`config.mk`:
```
export PLATFORM = sky130hd
export DESIGN_NAME = mult_buffer_top
export DESIGN_NICKNAME = d
export VERILOG_FILES = /design/src/mult_pkg.sv /design/src/buffer_pkg.sv /design/src/nibble_mult_pipe.sv /design/src/product_store.sv /design/src/fill_ctrl.sv /design/src/block_drain.sv /design/src/mult_buffer_top.sv
export VERILOG_INCLUDE_DIRS = /design/src
export SDC_FILE = /design/constraint.sdc
export NUM_CORES = 2
export LEC_CHECK = 0
export BUFFER_PORTS_ARGS = -buffer_cell sky130_fd_sc_hd__buf_4
export CAP_MARGIN = 20
export CELL_PAD_IN_SITES_DETAIL_PLACEMENT = 1
export CELL_PAD_IN_SITES_GLOBAL_PLACEMENT = 1
export CORE_MARGIN = 8
export CORE_UTILIZATION = 55
export CTS_BUF_LIST = sky130_fd_sc_hd__clkbuf_8
export CTS_CLUSTER_DIAMETER = 100
export CTS_CLUSTER_SIZE = 24
export DETAILED_ROUTE_END_ITERATION = 6
export PLACE_DENSITY = 0.8
export SLEW_MARGIN = 5
export SYNTH_ARGS = -nofsm -noshare
export SYNTH_HDL_FRONTEND = slang
export SYNTH_SLANG_ARGS = --single-unit
```
`constraint.sdc`:
```
create_clock -name clk -period 7.15 [get_ports clk]
set_input_delay 1.43 -clock clk [delete_from_list [all_inputs] [get_ports clk]]
set_output_delay 1.43 -clock clk [all_outputs]
set_load 0.02 [all_outputs]
```
`src/mb_cfg.svh`:
```
`ifndef MB_CFG_SVH
`define MB_CFG_SVH

// ==============================
// store geometry
// ==============================

// log2 of product store depth, 64 entries
`define MB_DEPTH_LOG 6

// ==============================
// datapath widths
// ==============================

// unsigned operand width, four nibbles
`define MB_OP_WIDTH 16
`define MB_PROD_WIDTH 32

// register stages from accepting edge to product valid
`define MB_PIPE_STAGES 8

`endif

```
`src/mult_pkg.sv`:
```
`include "mb_cfg.svh"

package mult_pkg;

    // ==============================
    // operand views
    // ==============================

    // nibble view of an operand, n0 is least significant
    typedef struct packed {
        logic [3:0] n3;
        logic [3:0] n2;
        logic [3:0] n1;
        logic [3:0] n0;
    } nibbles_t;

    // one operand word, read whole or as nibbles
    typedef union packed {
        logic [`MB_OP_WIDTH-1:0] word;
        nibbles_t                nib;
    } operand_u;

    // ==============================
    // result types
    // ==============================

    // 4x4 partial product
    typedef logic [7:0] pp_t;

    // full product, also the store word
    typedef logic [`MB_PROD_WIDTH-1:0] prod_t;

endpackage

```
`src/buffer_pkg.sv`:
```
`include "mb_cfg.svh"

package buffer_pkg;

    // ==============================
    // controller
    // ==============================

    // fill: taking operands
    // flush: input closed, products still in flight
    // full: store holds a whole block
    // drain: block streaming out
    typedef enum logic [1:0] {
        FILL  = 2'd0,
        FLUSH = 2'd1,
        FULL  = 2'd2,
        DRAIN = 2'd3
    } fill_state_e;

    // ==============================
    // store addressing
    // ==============================

    // one entry per product of a block
    typedef logic [`MB_DEPTH_LOG-1:0] addr_t;

endpackage

```
`src/nibble_mult_pipe.sv`:
```
`timescale 1ns/1ns
`include "mb_cfg.svh"

module nibble_mult_pipe (
    input  logic               clk,
    input  logic               rst,
    input  logic               in_valid,
    input  mult_pkg::operand_u a,
    input  mult_pkg::operand_u b,
    output logic               out_valid,
    output mult_pkg::prod_t    product
);

    // nibble pick by index, struct fields are not indexable
    function automatic logic [3:0] nib_sel(input mult_pkg::operand_u x, input int unsigned idx);
        logic [3:0] n;
        case (idx)
            0:       n = x.nib.n0;
            1:       n = x.nib.n1;
            2:       n = x.nib.n2;
            default: n = x.nib.n3;
        endcase
        return n;
    endfunction

    // ==============================
    // valid sidecar
    // ==============================

    // one bit per register stage, moves with the data
    logic [`MB_PIPE_STAGES-1:0] vld;

    always_ff @(posedge clk) begin
        if (rst) begin
            vld <= '0;
        end else begin
            vld <= {vld[`MB_PIPE_STAGES-2:0], in_valid};
        end
    end

    assign out_valid = vld[`MB_PIPE_STAGES-1];

    // ==============================
    // stage 1: operand register
    // ==============================

    mult_pkg::operand_u a_s0, b_s0;
    mult_pkg::operand_u a_s1, b_s1;

    // whole words here, no decode yet
    always_ff @(posedge clk) begin
        a_s0.word <= a.word;
        b_s0.word <= b.word;
    end

    // ==============================
    // stage 2: rows 0 and 1
    // ==============================

    // pp_lo[i][j] = a nibble i times b nibble j
    mult_pkg::pp_t pp_lo_s1 [2][4];

    always_ff @(posedge clk) begin
        // upper a nibbles still needed next stage
        a_s1 <= a_s0;
        b_s1 <= b_s0;
        for (int i = 0; i < 2; i++) begin
            for (int j = 0; j < 4; j++) begin
                pp_lo_s1[i][j] <= mult_pkg::pp_t'(nib_sel(a_s0, i))
                                * mult_pkg::pp_t'(nib_sel(b_s0, j));
            end
        end
    end

    // ==============================
    // stage 3: rows 2 and 3
    // ==============================

    // all sixteen partials aligned here
    mult_pkg::pp_t pp [4][4];

    always_ff @(posedge clk) begin
        for (int i = 0; i < 2; i++) begin
            for (int j = 0; j < 4; j++) begin
                pp[i][j] <= pp_lo_s1[i][j];
            end
        end
        for (int i = 2; i < 4; i++) begin
            for (int j = 0; j < 4; j++) begin
                pp[i][j] <= mult_pkg::pp_t'(nib_sel(a_s1, i))
                          * mult_pkg::pp_t'(nib_sel(b_s1, j));
            end
        end
    end

    // ==============================
    // stage 4: weighted partials
    // ==============================

    // weight of p_ij is 2^(4*(i+j))
    mult_pkg::prod_t spp [16];

    always_ff @(posedge clk) begin
        for (int i = 0; i < 4; i++) begin
            for (int j = 0; j < 4; j++) begin
                spp[i*4+j] <= mult_pkg::prod_t'(pp[i][j]) << (4 * (i + j));
            end
        end
    end

    // ==============================
    // stages 5-8: adder tree
    // ==============================

    mult_pkg::prod_t lvl1 [8];
    mult_pkg::prod_t lvl2 [4];
    mult_pkg::prod_t lvl3 [2];
    mult_pkg::prod_t sum_q;

    // 16 -> 8
    always_ff @(posedge clk) begin
        for (int k = 0; k < 8; k++) begin
            lvl1[k] <= spp[2*k] + spp[2*k+1];
        end
    end

    // 8 -> 4
    always_ff @(posedge clk) begin
        for (int k = 0; k < 4; k++) begin
            lvl2[k] <= lvl1[2*k] + lvl1[2*k+1];
        end
    end

    // 4 -> 2
    always_ff @(posedge clk) begin
        for (int k = 0; k < 2; k++) begin
            lvl3[k] <= lvl2[2*k] + lvl2[2*k+1];
        end
    end

    // final sum, no overflow since 16x16 fits in 32
    always_ff @(posedge clk) begin
        sum_q <= lvl3[0] + lvl3[1];
    end

    assign product = sum_q;

endmodule

```
`src/product_store.sv`:
```
`timescale 1ns/1ns
`include "mb_cfg.svh"

module product_store (
    input  logic              clk,
    input  logic              wr_en,
    input  buffer_pkg::addr_t wr_addr,
    input  mult_pkg::prod_t   wr_data,
    input  logic              rd_en,
    input  buffer_pkg::addr_t rd_addr,
    output mult_pkg::prod_t   rd_data
);

    // ==============================
    // storage
    // ==============================

    // one block of products
    mult_pkg::prod_t mem [2**`MB_DEPTH_LOG];

    // write port
    always_ff @(posedge clk) begin
        if (wr_en) begin
            mem[wr_addr] <= wr_data;
        end
    end

    // read port, output holds between reads
    always_ff @(posedge clk) begin
        if (rd_en) begin
            rd_data <= mem[rd_addr];
        end
    end

endmodule

```
`src/fill_ctrl.sv`:
```
`timescale 1ns/1ns
`include "mb_cfg.svh"

module fill_ctrl (
    input  logic                    clk,
    input  logic                    rst,
    input  logic                    in_valid,
    output logic                    in_ready,
    input  logic [`MB_OP_WIDTH-1:0] in_a,
    input  logic [`MB_OP_WIDTH-1:0] in_b,
    output logic                    mul_in_valid,
    output mult_pkg::operand_u      mul_a,
    output mult_pkg::operand_u      mul_b,
    input  logic                    mul_out_valid,
    input  mult_pkg::prod_t         mul_product,
    output logic                    wr_en,
    output buffer_pkg::addr_t       wr_addr,
    output mult_pkg::prod_t         wr_data,
    input  logic                    drain_start,
    output logic                    drain_go,
    input  logic                    drain_done,
    output logic                    block_full
);

    buffer_pkg::fill_state_e state;
    buffer_pkg::addr_t       acc_cnt;
    buffer_pkg::addr_t       wr_cnt;
    logic                    accept;

    // ==============================
    // input side
    // ==============================

    // only FILL takes operands, so at most one block is accepted
    assign in_ready     = (state == buffer_pkg::FILL);
    assign accept       = in_valid & in_ready;
    assign mul_in_valid = accept;

    // word view going into the multiplier
    always_comb begin
        mul_a.word = in_a;
        mul_b.word = in_b;
    end

    // ==============================
    // write side
    // ==============================

    // every product goes straight to the store
    assign wr_en      = mul_out_valid;
    assign wr_addr    = wr_cnt;
    assign wr_data    = mul_product;
    assign block_full = (state == buffer_pkg::FULL);

    // ==============================
    // sequencing
    // ==============================

    always_ff @(posedge clk) begin
        if (rst) begin
            state    <= buffer_pkg::FILL;
            acc_cnt  <= '0;
            wr_cnt   <= '0;
            drain_go <= 1'b0;
        end else begin
            drain_go <= 1'b0;
            // counters wrap to 0 on the last item of a block
            if (accept) begin
                acc_cnt <= acc_cnt + 1'b1;
            end
            if (mul_out_valid) begin
                wr_cnt <= wr_cnt + 1'b1;
            end
            case (state)
                buffer_pkg::FILL: begin
                    // 64th acceptance closes the input
                    if (accept && acc_cnt == '1) begin
                        state <= buffer_pkg::FLUSH;
                    end
                end
                buffer_pkg::FLUSH: begin
                    // wait out the pipeline, 64th write fills the store
                    if (mul_out_valid && wr_cnt == '1) begin
                        state <= buffer_pkg::FULL;
                    end
                end
                buffer_pkg::FULL: begin
                    if (drain_start) begin
                        state    <= buffer_pkg::DRAIN;
                        drain_go <= 1'b1;
                    end
                end
                buffer_pkg::DRAIN: begin
                    if (drain_done) begin
                        state   <= buffer_pkg::FILL;
                        acc_cnt <= '0;
                        wr_cnt  <= '0;
                    end
                end
                default: state <= buffer_pkg::FILL;
            endcase
        end
    end

endmodule

```
`src/block_drain.sv`:
```
`timescale 1ns/1ns
`include "mb_cfg.svh"

module block_drain (
    input  logic              clk,
    input  logic              rst,
    input  logic              drain_go,
    output logic              drain_done,
    output logic              rd_en,
    output buffer_pkg::addr_t rd_addr,
    input  mult_pkg::prod_t   rd_data,
    output logic              out_valid,
    input  logic              out_ready,
    output mult_pkg::prod_t   out_data
);

    // ==============================
    // read issue
    // ==============================

    logic              rd_active;
    buffer_pkg::addr_t rd_cnt;
    // read issued last cycle, rd_data valid now
    logic              rd_pend;
    // skid entries plus the read in flight
    logic [1:0]        occ;

    // skid FIFO state
    mult_pkg::prod_t   fifo [2];
    logic              wr_ptr;
    logic              rd_ptr;
    logic [1:0]        count;

    logic              head_valid;
    logic              xfer;
    logic              push;
    logic              pop;
    buffer_pkg::addr_t out_cnt;

    assign occ     = count + {1'b0, rd_pend};
    // credit check, never more than two words owed
    assign rd_en   = rd_active & (occ < 2'd2);
    assign rd_addr = rd_cnt;

    always_ff @(posedge clk) begin
        if (rst) begin
            rd_active <= 1'b0;
            rd_cnt    <= '0;
            rd_pend   <= 1'b0;
        end else begin
            rd_pend <= rd_en;
            if (drain_go) begin
                rd_active <= 1'b1;
                rd_cnt    <= '0;
            end else if (rd_en) begin
                rd_cnt <= rd_cnt + 1'b1;
                // last address issued
                if (rd_cnt == '1) begin
                    rd_active <= 1'b0;
                end
            end
        end
    end

    // ==============================
    // skid buffer and output
    // ==============================

    // empty FIFO passes fresh read data straight through
    assign head_valid = (count != 2'd0);
    assign out_valid  = head_valid | rd_pend;
    assign out_data   = head_valid ? fifo[rd_ptr] : rd_data;
    assign xfer       = out_valid & out_ready;

    // fresh data is stored unless it went out this cycle
    assign push = rd_pend & ~(xfer & ~head_valid);
    assign pop  = xfer & head_valid;

    // payload only
    always_ff @(posedge clk) begin
        if (push) begin
            fifo[wr_ptr] <= rd_data;
        end
    end

    always_ff @(posedge clk) begin
        if (rst) begin
            wr_ptr <= 1'b0;
            rd_ptr <= 1'b0;
            count  <= 2'd0;
        end else begin
            if (push) begin
                wr_ptr <= ~wr_ptr;
            end
            if (pop) begin
                rd_ptr <= ~rd_ptr;
            end
            count <= count + {1'b0, push} - {1'b0, pop};
        end
    end

    // ==============================
    // block end
    // ==============================

    always_ff @(posedge clk) begin
        if (rst) begin
            out_cnt    <= '0;
            drain_done <= 1'b0;
        end else begin
            drain_done <= xfer && (out_cnt == '1);
            if (xfer) begin
                out_cnt <= out_cnt + 1'b1;
            end
        end
    end

endmodule

```
`src/mult_buffer_top.sv`:
```
`timescale 1ns/1ns
`include "mb_cfg.svh"

module mult_buffer_top (
    input  logic                      clk,
    input  logic                      rst,
    input  logic                      in_valid,
    output logic                      in_ready,
    input  logic [`MB_OP_WIDTH-1:0]   in_a,
    input  logic [`MB_OP_WIDTH-1:0]   in_b,
    output logic                      out_valid,
    input  logic                      out_ready,
    output logic [`MB_PROD_WIDTH-1:0] out_data,
    input  logic                      drain_start,
    output logic                      block_full
);

    // ==============================
    // internal nets
    // ==============================

    // controller to multiplier
    logic               mul_in_valid;
    mult_pkg::operand_u mul_a;
    mult_pkg::operand_u mul_b;
    logic               mul_out_valid;
    mult_pkg::prod_t    mul_product;

    // store ports
    logic               wr_en;
    buffer_pkg::addr_t  wr_addr;
    mult_pkg::prod_t    wr_data;
    logic               rd_en;
    buffer_pkg::addr_t  rd_addr;
    mult_pkg::prod_t    rd_data;

    // controller to drain unit
    logic               drain_go;
    logic               drain_done;

    // ==============================
    // instances
    // ==============================

    fill_ctrl i_fill_ctrl (
        .clk           (clk),
        .rst           (rst),
        .in_valid      (in_valid),
        .in_ready      (in_ready),
        .in_a          (in_a),
        .in_b          (in_b),
        .mul_in_valid  (mul_in_valid),
        .mul_a         (mul_a),
        .mul_b         (mul_b),
        .mul_out_valid (mul_out_valid),
        .mul_product   (mul_product),
        .wr_en         (wr_en),
        .wr_addr       (wr_addr),
        .wr_data       (wr_data),
        .drain_start   (drain_start),
        .drain_go      (drain_go),
        .drain_done    (drain_done),
        .block_full    (block_full)
    );

    nibble_mult_pipe i_mult (
        .clk       (clk),
        .rst       (rst),
        .in_valid  (mul_in_valid),
        .a         (mul_a),
        .b         (mul_b),
        .out_valid (mul_out_valid),
        .product   (mul_product)
    );

    product_store i_store (
        .clk     (clk),
        .wr_en   (wr_en),
        .wr_addr (wr_addr),
        .wr_data (wr_data),
        .rd_en   (rd_en),
        .rd_addr (rd_addr),
        .rd_data (rd_data)
    );

    block_drain i_drain (
        .clk        (clk),
        .rst        (rst),
        .drain_go   (drain_go),
        .drain_done (drain_done),
        .rd_en      (rd_en),
        .rd_addr    (rd_addr),
        .rd_data    (rd_data),
        .out_valid  (out_valid),
        .out_ready  (out_ready),
        .out_data   (out_data)
    );

endmodule

```
-- Yosys cells after proc, flatten, opt, wreduce, memory -nomap -nowiden
Memory sizes are Yosys's and may differ from the RTL's. A register that Yosys moved wholly into a read port is not among the register bits.
Cells that the tools add are included.
- word-level logic and storage cells: 121
- register bits: 138
- RAM bits: 3264
- input port bits: 37
- memories kept: 8
- output and inout bits: 35
- bitwise logic cells: 12
- reductions and logical operators: 11
- $add $sub $neg: 22
- mux-type cells: 22
- multipliers: 16
- eq/ne operators: 11
- $lt $le $gt $ge: 1
- memories (memory ; depth ; width ; read ports ; clocked after Yosys merged registers in ; write ports ; line ; source):
    i_store.mem ; 64 ; 32 ; 1 ; 1 ; 1 ; product_store.sv:19 ; mult_pkg::prod_t mem [2**`MB_DEPTH_LOG];
    i_mult.spp ; 16 ; 32 ; 16 ; 0 ; 16 ; nibble_mult_pipe.sv:101 ; mult_pkg::prod_t spp [16];
    i_mult.lvl1 ; 8 ; 32 ; 8 ; 0 ; 8 ; nibble_mult_pipe.sv:115 ; mult_pkg::prod_t lvl1 [8];
    i_mult.lvl2 ; 4 ; 32 ; 4 ; 0 ; 4 ; nibble_mult_pipe.sv:116 ; mult_pkg::prod_t lvl2 [4];
    i_mult.pp ; 4 ; 32 ; 4 ; 0 ; 4 ; nibble_mult_pipe.sv:80 ; mult_pkg::pp_t pp [4][4];
    i_drain.fifo ; 2 ; 32 ; 1 ; 1 ; 1 ; block_drain.sv:29 ; mult_pkg::prod_t fifo [2];
    2 more memories ; - ; - ; - ; - ; - ; - ;
- operators by type and width (cell ; number):
    32-bit adder ; 15
    4-bit by 4-bit multiplier with 8-bit output ; 16
    6-bit 2-to-1 mux ; 6
    32-bit 2-to-1 mux ; 1
    6-bit by 1-bit adder with 6-bit output (second input constant) ; 4
    6-bit equality test (second input constant) ; 4
    1-bit 2-to-1 mux ; 10
    2-bit 2-to-1 mux ; 4
    2-bit case mux with 4 select lines ; 1
    1-bit AND ; 6
    2-bit nonzero test ; 3
    1-bit NOT ; 5
    2-bit by 1-bit adder with 2-bit output ; 2
    2-bit equality test (second input constant) ; 2
    2-bit by 1-bit inequality test with 1-bit output (second input constant) ; 2
    2-bit inequality test (second input constant) ; 2
    4-bit AND reduction ; 1
    2-bit OR reduction ; 2
    1-bit logical AND ; 3
    2-bit by 1-bit equality test with 1-bit output (second input constant) ; 1
    2-bit logical NOT ; 1
    2-bit < comparator (second input constant) ; 1
    2-bit AND reduction ; 1
    2-bit by 1-bit subtractor with 2-bit output ; 1
    1-bit OR ; 1

-- Longest topological paths before layout
- depth after elaboration: 8
- gate-level depth with buffers: 12
- gate-level depth less buffers: 11

-- Hierarchy
From an unflattened synthesis, not the netlist that was laid out.
- cell total of the unflattened synthesis: 5928
- area total of the unflattened synthesis: 108998.3 um^2
- modules (own cells, without submodules) (module ; area each (um^2) ; cells an instance ; sequential area each (um^2) ; times used):
    product_store ; 78835.6 ; 3324 ; 62459.9 ; 1
    nibble_mult_pipe ; 25478.2 ; 2190 ; 13132.6 ; 1
    block_drain ; 3472.1 ; 269 ; 2322.2 ; 1
    fill_ctrl ; 1212.4 ; 145 ; 300.3 ; 1

-- Worst setup path before layout
OpenSTA, ideal clock, no wires.
- path type: input -> register
- start point: input out_ready
- end point: memory i_drain.fifo[0][0] (netlist bit) (enable)
- arrival: 3.271 ns
- buffers on the path: 0
- stages: 2
- slack: 3.455 ns
- library setup time: 0.425 ns
- required time: 6.725 ns
- path through: a21boi_0 -> nor2b_1
- cells in the longest elaborated chain, start to end: 6
- ends and longest elaborated chain (what ; line ; source):
    from (decl) ; mult_buffer_top.sv:12 ; input logic out_ready,
    1-bit AND ; block_drain.sv:73 ; assign xfer = out_valid & out_ready;
    1-bit AND ; block_drain.sv:76 ; assign push = rd_pend & ~(xfer & ~head_valid);
    1-bit NOT ; block_drain.sv:76 ;
    1-bit AND ; block_drain.sv:76 ;
    1-bit 2-to-1 mux ; block_drain.sv:81 ; if (push) begin
    1-bit 2-to-1 mux (not written as such) ; block_drain.sv:82 ; fifo[wr_ptr] <= rd_data;
    to (decl) ; block_drain.sv:29 ;
Every way passes these cells.

==> impl_metrics.yaml <==
status:
  status: "complete, no violations"
detailed_routing:
  drc_errors: 0
  drt_wl_total_um: 265900
  ant_nets: 0
  wl_per_cell_um: 30.43
  dr_total_vias: 54640
  dr.pass1.iters: 5
  vias_per_cell: 6.253
  drt_iter0_markers: 6185
power:
  peakVddDrop_mv: 0.2309
  intPower_w: 0.02406
  finalPower_w: 0.03330
  switching_power_w: 0.009239
  p_leak_nw: 38.65
  p_per_area_nw_per_um2: 289.4
  combPwrFrac_pct: 16.0
  switching_share_pct: 27.74
  clkPwrFrac_pct: 19.7
  p_seq_share_pct: 64.3
logic_synthesis:
  ys_seq_elements: 2835
  syn-num-nets: 6317
  yosys.area_share.adder_pct: 5.043
  synth_cells: 5892
  synth-main-ff-cell: "edfxtp_1"
  synthArstFlopShare_pct: 0
  yosysSeqAreaShare_pct: 72.41
  synth.avg_cell_area_um2: 18.33
  ys_warn_count: 0
  synth_compound_area_share_pct: 4.413
  synth.distinct_cells: 62
  synth_edf_count: 2144
  synth_top_family_by_area: "multiplexers"
  synthMuxAreaShare_pct: 11.05
  synth-simple-area-share_pct: 3.620
  syn_area_um2: 108000
  synth_xor_xnor_area_share_pct: 1.865
placement:
  hpwl_um: 162200
  portBuffers: 71
  place_congestion: 0.8026
  dp_cells: 8485
  pre_cts_ws_ns: 3.280
  dpl_cell_area_um2: 112500
sta:
  hold_violations: 0
  finalSetupTns_ns: 0
  fmax_mhz: 241.4
  rsz0062_at_grt: "false"
  worst_slew_pin_slew_ns: 1.214
  setup_violations: 0
  period_needed_ns: 4.142
  relSlewSlack_pct: 19.06
  finalCritPeriodShare_pct: 57.94
  setup_slack_ns: 3.008
  fin_worst_skew_ns: 0.05818
  drv_slew: 0
worst_setup_path:
  crit_arrival_ns: 2.71
  crit_type: "reg2out"
  critical_path.max_fanout: 32
  worst_setup_path_start_kind: "flip-flop"
  crit_path_end_kind: "output pin"
  required_ns: 5.72
die:
  io_pins: 72
  core_area_um2: 195000
  dieArea_um2: 210800
  rows: 162
  die_w_um: 459.2
  initial_utilization_pct: 55.40
  die_y_um: 459.2
global_route:
  grt_pass1_vias: 57880
  antenna_found_initial: 25
  grt_use_total_pct: 24.92
  grt-ovfl-total: 0
  grt_max_degree: 104
  grt_pass1_wl_um: 385900
layout:
  layout-drive-gt1-share_pct: 16.61
  fin_nets: 6434
  final_cells: 8738
  syn2layout_area_growth_pct: 6.533
  fin_area_um2: 115100
clock_tree:
  cts_buffer_depth: 3
  insertion_delay_ns: 1.00
  cts_tree: "built"
  post_cts_buffers: 0
  cts.sinks: 2835
  clkTransAtPathRegs_ns: 0.15
  cts_buffers: 136
  h-tree-depth: 4
  ctsResizeCount: 0
  clockRootBuffer: "clkbuf_8"
  hold_buffers: 0
run:
  maxCapViolCount: 0
min_path:
  hold_class: "reg2reg"
-- sequential cells by signal (all words and copies together) (netlist names), 8 cells and up, named ones only --
register,count
i_mult.lvl2,86
i_mult.product,32
i_mult.b_s0,16
i_mult.lvl3,51
i_drain.fifo,64
i_store.mem,2048
i_mult.pp,128
i_mult.pp_lo_s1,64
i_mult.a_s0,16
i_store.rd_data,32
i_mult.lvl1,103
i_mult.a_s1,8
i_mult.b_s1,16
i_mult.vld,8
i_mult.spp,128
-- cell families (layout without fill, tap and decap cells) --
logic type / Yosys count / in the layout
other: 0 / 39
AOI/OAI and AO/OA: 697 / 697
and+or+nand+nor: 777 / 777
DFF: 2835 / 2835
buffers and inverters: 412 / 595
muxes: 553 / 553
xor gates and xnor gates: 230 / 230
adders and majority gates: 388 / 388
-- layer usage --
metal	vias to the layer above	global-route usage, %	part of all wire (%)
met5	-	0	0.022
met4	8	9.202	4.0
met3	423	4.970	9.5
met2	2645	43.04	50
met1	28540	31.49	37
li1	23020	-	-
-- cells in the mapped netlist, drive strengths merged (58+ instances only) --
master / instances / share of area (%)
o21ai: 95 / 0.44
clkbuf: 145 / 0.50
dfxtp: 691 / 13
inv: 171 / 0.59
and2: 189 / 1.1
ha: 309 / 3.6
nor2: 149 / 0.52
a22oi: 166 / 1.2
xnor2: 169 / 1.4
a21o: 66 / 0.46
buf: 96 / 0.50
mux4: 512 / 11
nand2: 204 / 0.71
a21oi: 167 / 0.77
nand3: 63 / 0.29
edfxtp: 2144 / 60
nor2b: 58 / 0.34
xor2: 61 / 0.49
fa: 79 / 1.5
-- metrics by stage --
step	util, %	hold slack, ns
2_1_floorplan	-	0.3096
3_3_place_gp	57.67	0.3096
3_5_place_dp	57.70	0.3132
4_1_cts	58.86	0.3297
5_1_grt	59.00	0.3371
6_report	59.02	0.3177
-- final cells by class --
type,instances,area (um^2)
flip-flops and latches,2835,78270
fillers,17140,79920
inverters,171,641.9
repair buffers,220,1922
diodes,39,97.59
clock buffers,143,1968
well taps,2624,3283
multi-input cells,2645,28590
clock inverters,61,300.3
-- power groups by stage --
| stage | clock (W) | sequential (W) | combinational (W) |
|---|---|---|---|
| finish | 0.00655 | 0.0214 | 0.00534 |
| global route | 0.00714 | 0.0215 | 0.00585 |
| CTS | 0.00668 | 0.0218 | 0.00489 |
| detailed placement | 0 | 0.0221 | 0.00487 |
| global placement | 0 | 0.0221 | 0.00453 |
| floorplan | 0 | 0.0218 | 0.00285 |
-- worst max-delay path, cell delays in order (launching register included) --
cell,delay [ns]
dfxtp_2,1.01
mux2i_1,0.16
o21ai_0,0.33
buf_4,0.21
-- worst paths after layout --
kind | slack, ns | to | startpoint | depth (start not counted)
setup / recovery | 3.01 | out_data[24] | flip-flop | 3
setup reg to reg | 3.18 | i_store.rd_data[7] | i_drain.rd_addr[0] | 5
hold / removal | 0.32 | i_mult.lvl3[0][40] | i_mult.lvl2[2][8] | 0
hold reg to reg | 0.32 | i_mult.lvl3[0][40] | i_mult.lvl2[2][8] | 0
-- cell usage in the layout, fill, tap and decap left out, types with 39 or more instances in the layout --
cell type  instances
mux2i_1           41
diode_2           39
a22o_1            40
a221oi_1          43
a21oi_1          167
nand3_1           63
mux4_2           512
xnor2_1          169
fa_1              79
inv_1            220
and2_1           188
nor2b_1           50
dfxtp_1          654
a21o_1            66
xor2_1            61
clkbuf_8         143
buf_4            199
ha_1             309
nand2_1          203
nor2_4            56
edfxtp_1        2144
nor2_1            90
o21ai_0           92
a22oi_1          166
(Power assumes the default switching activity.)
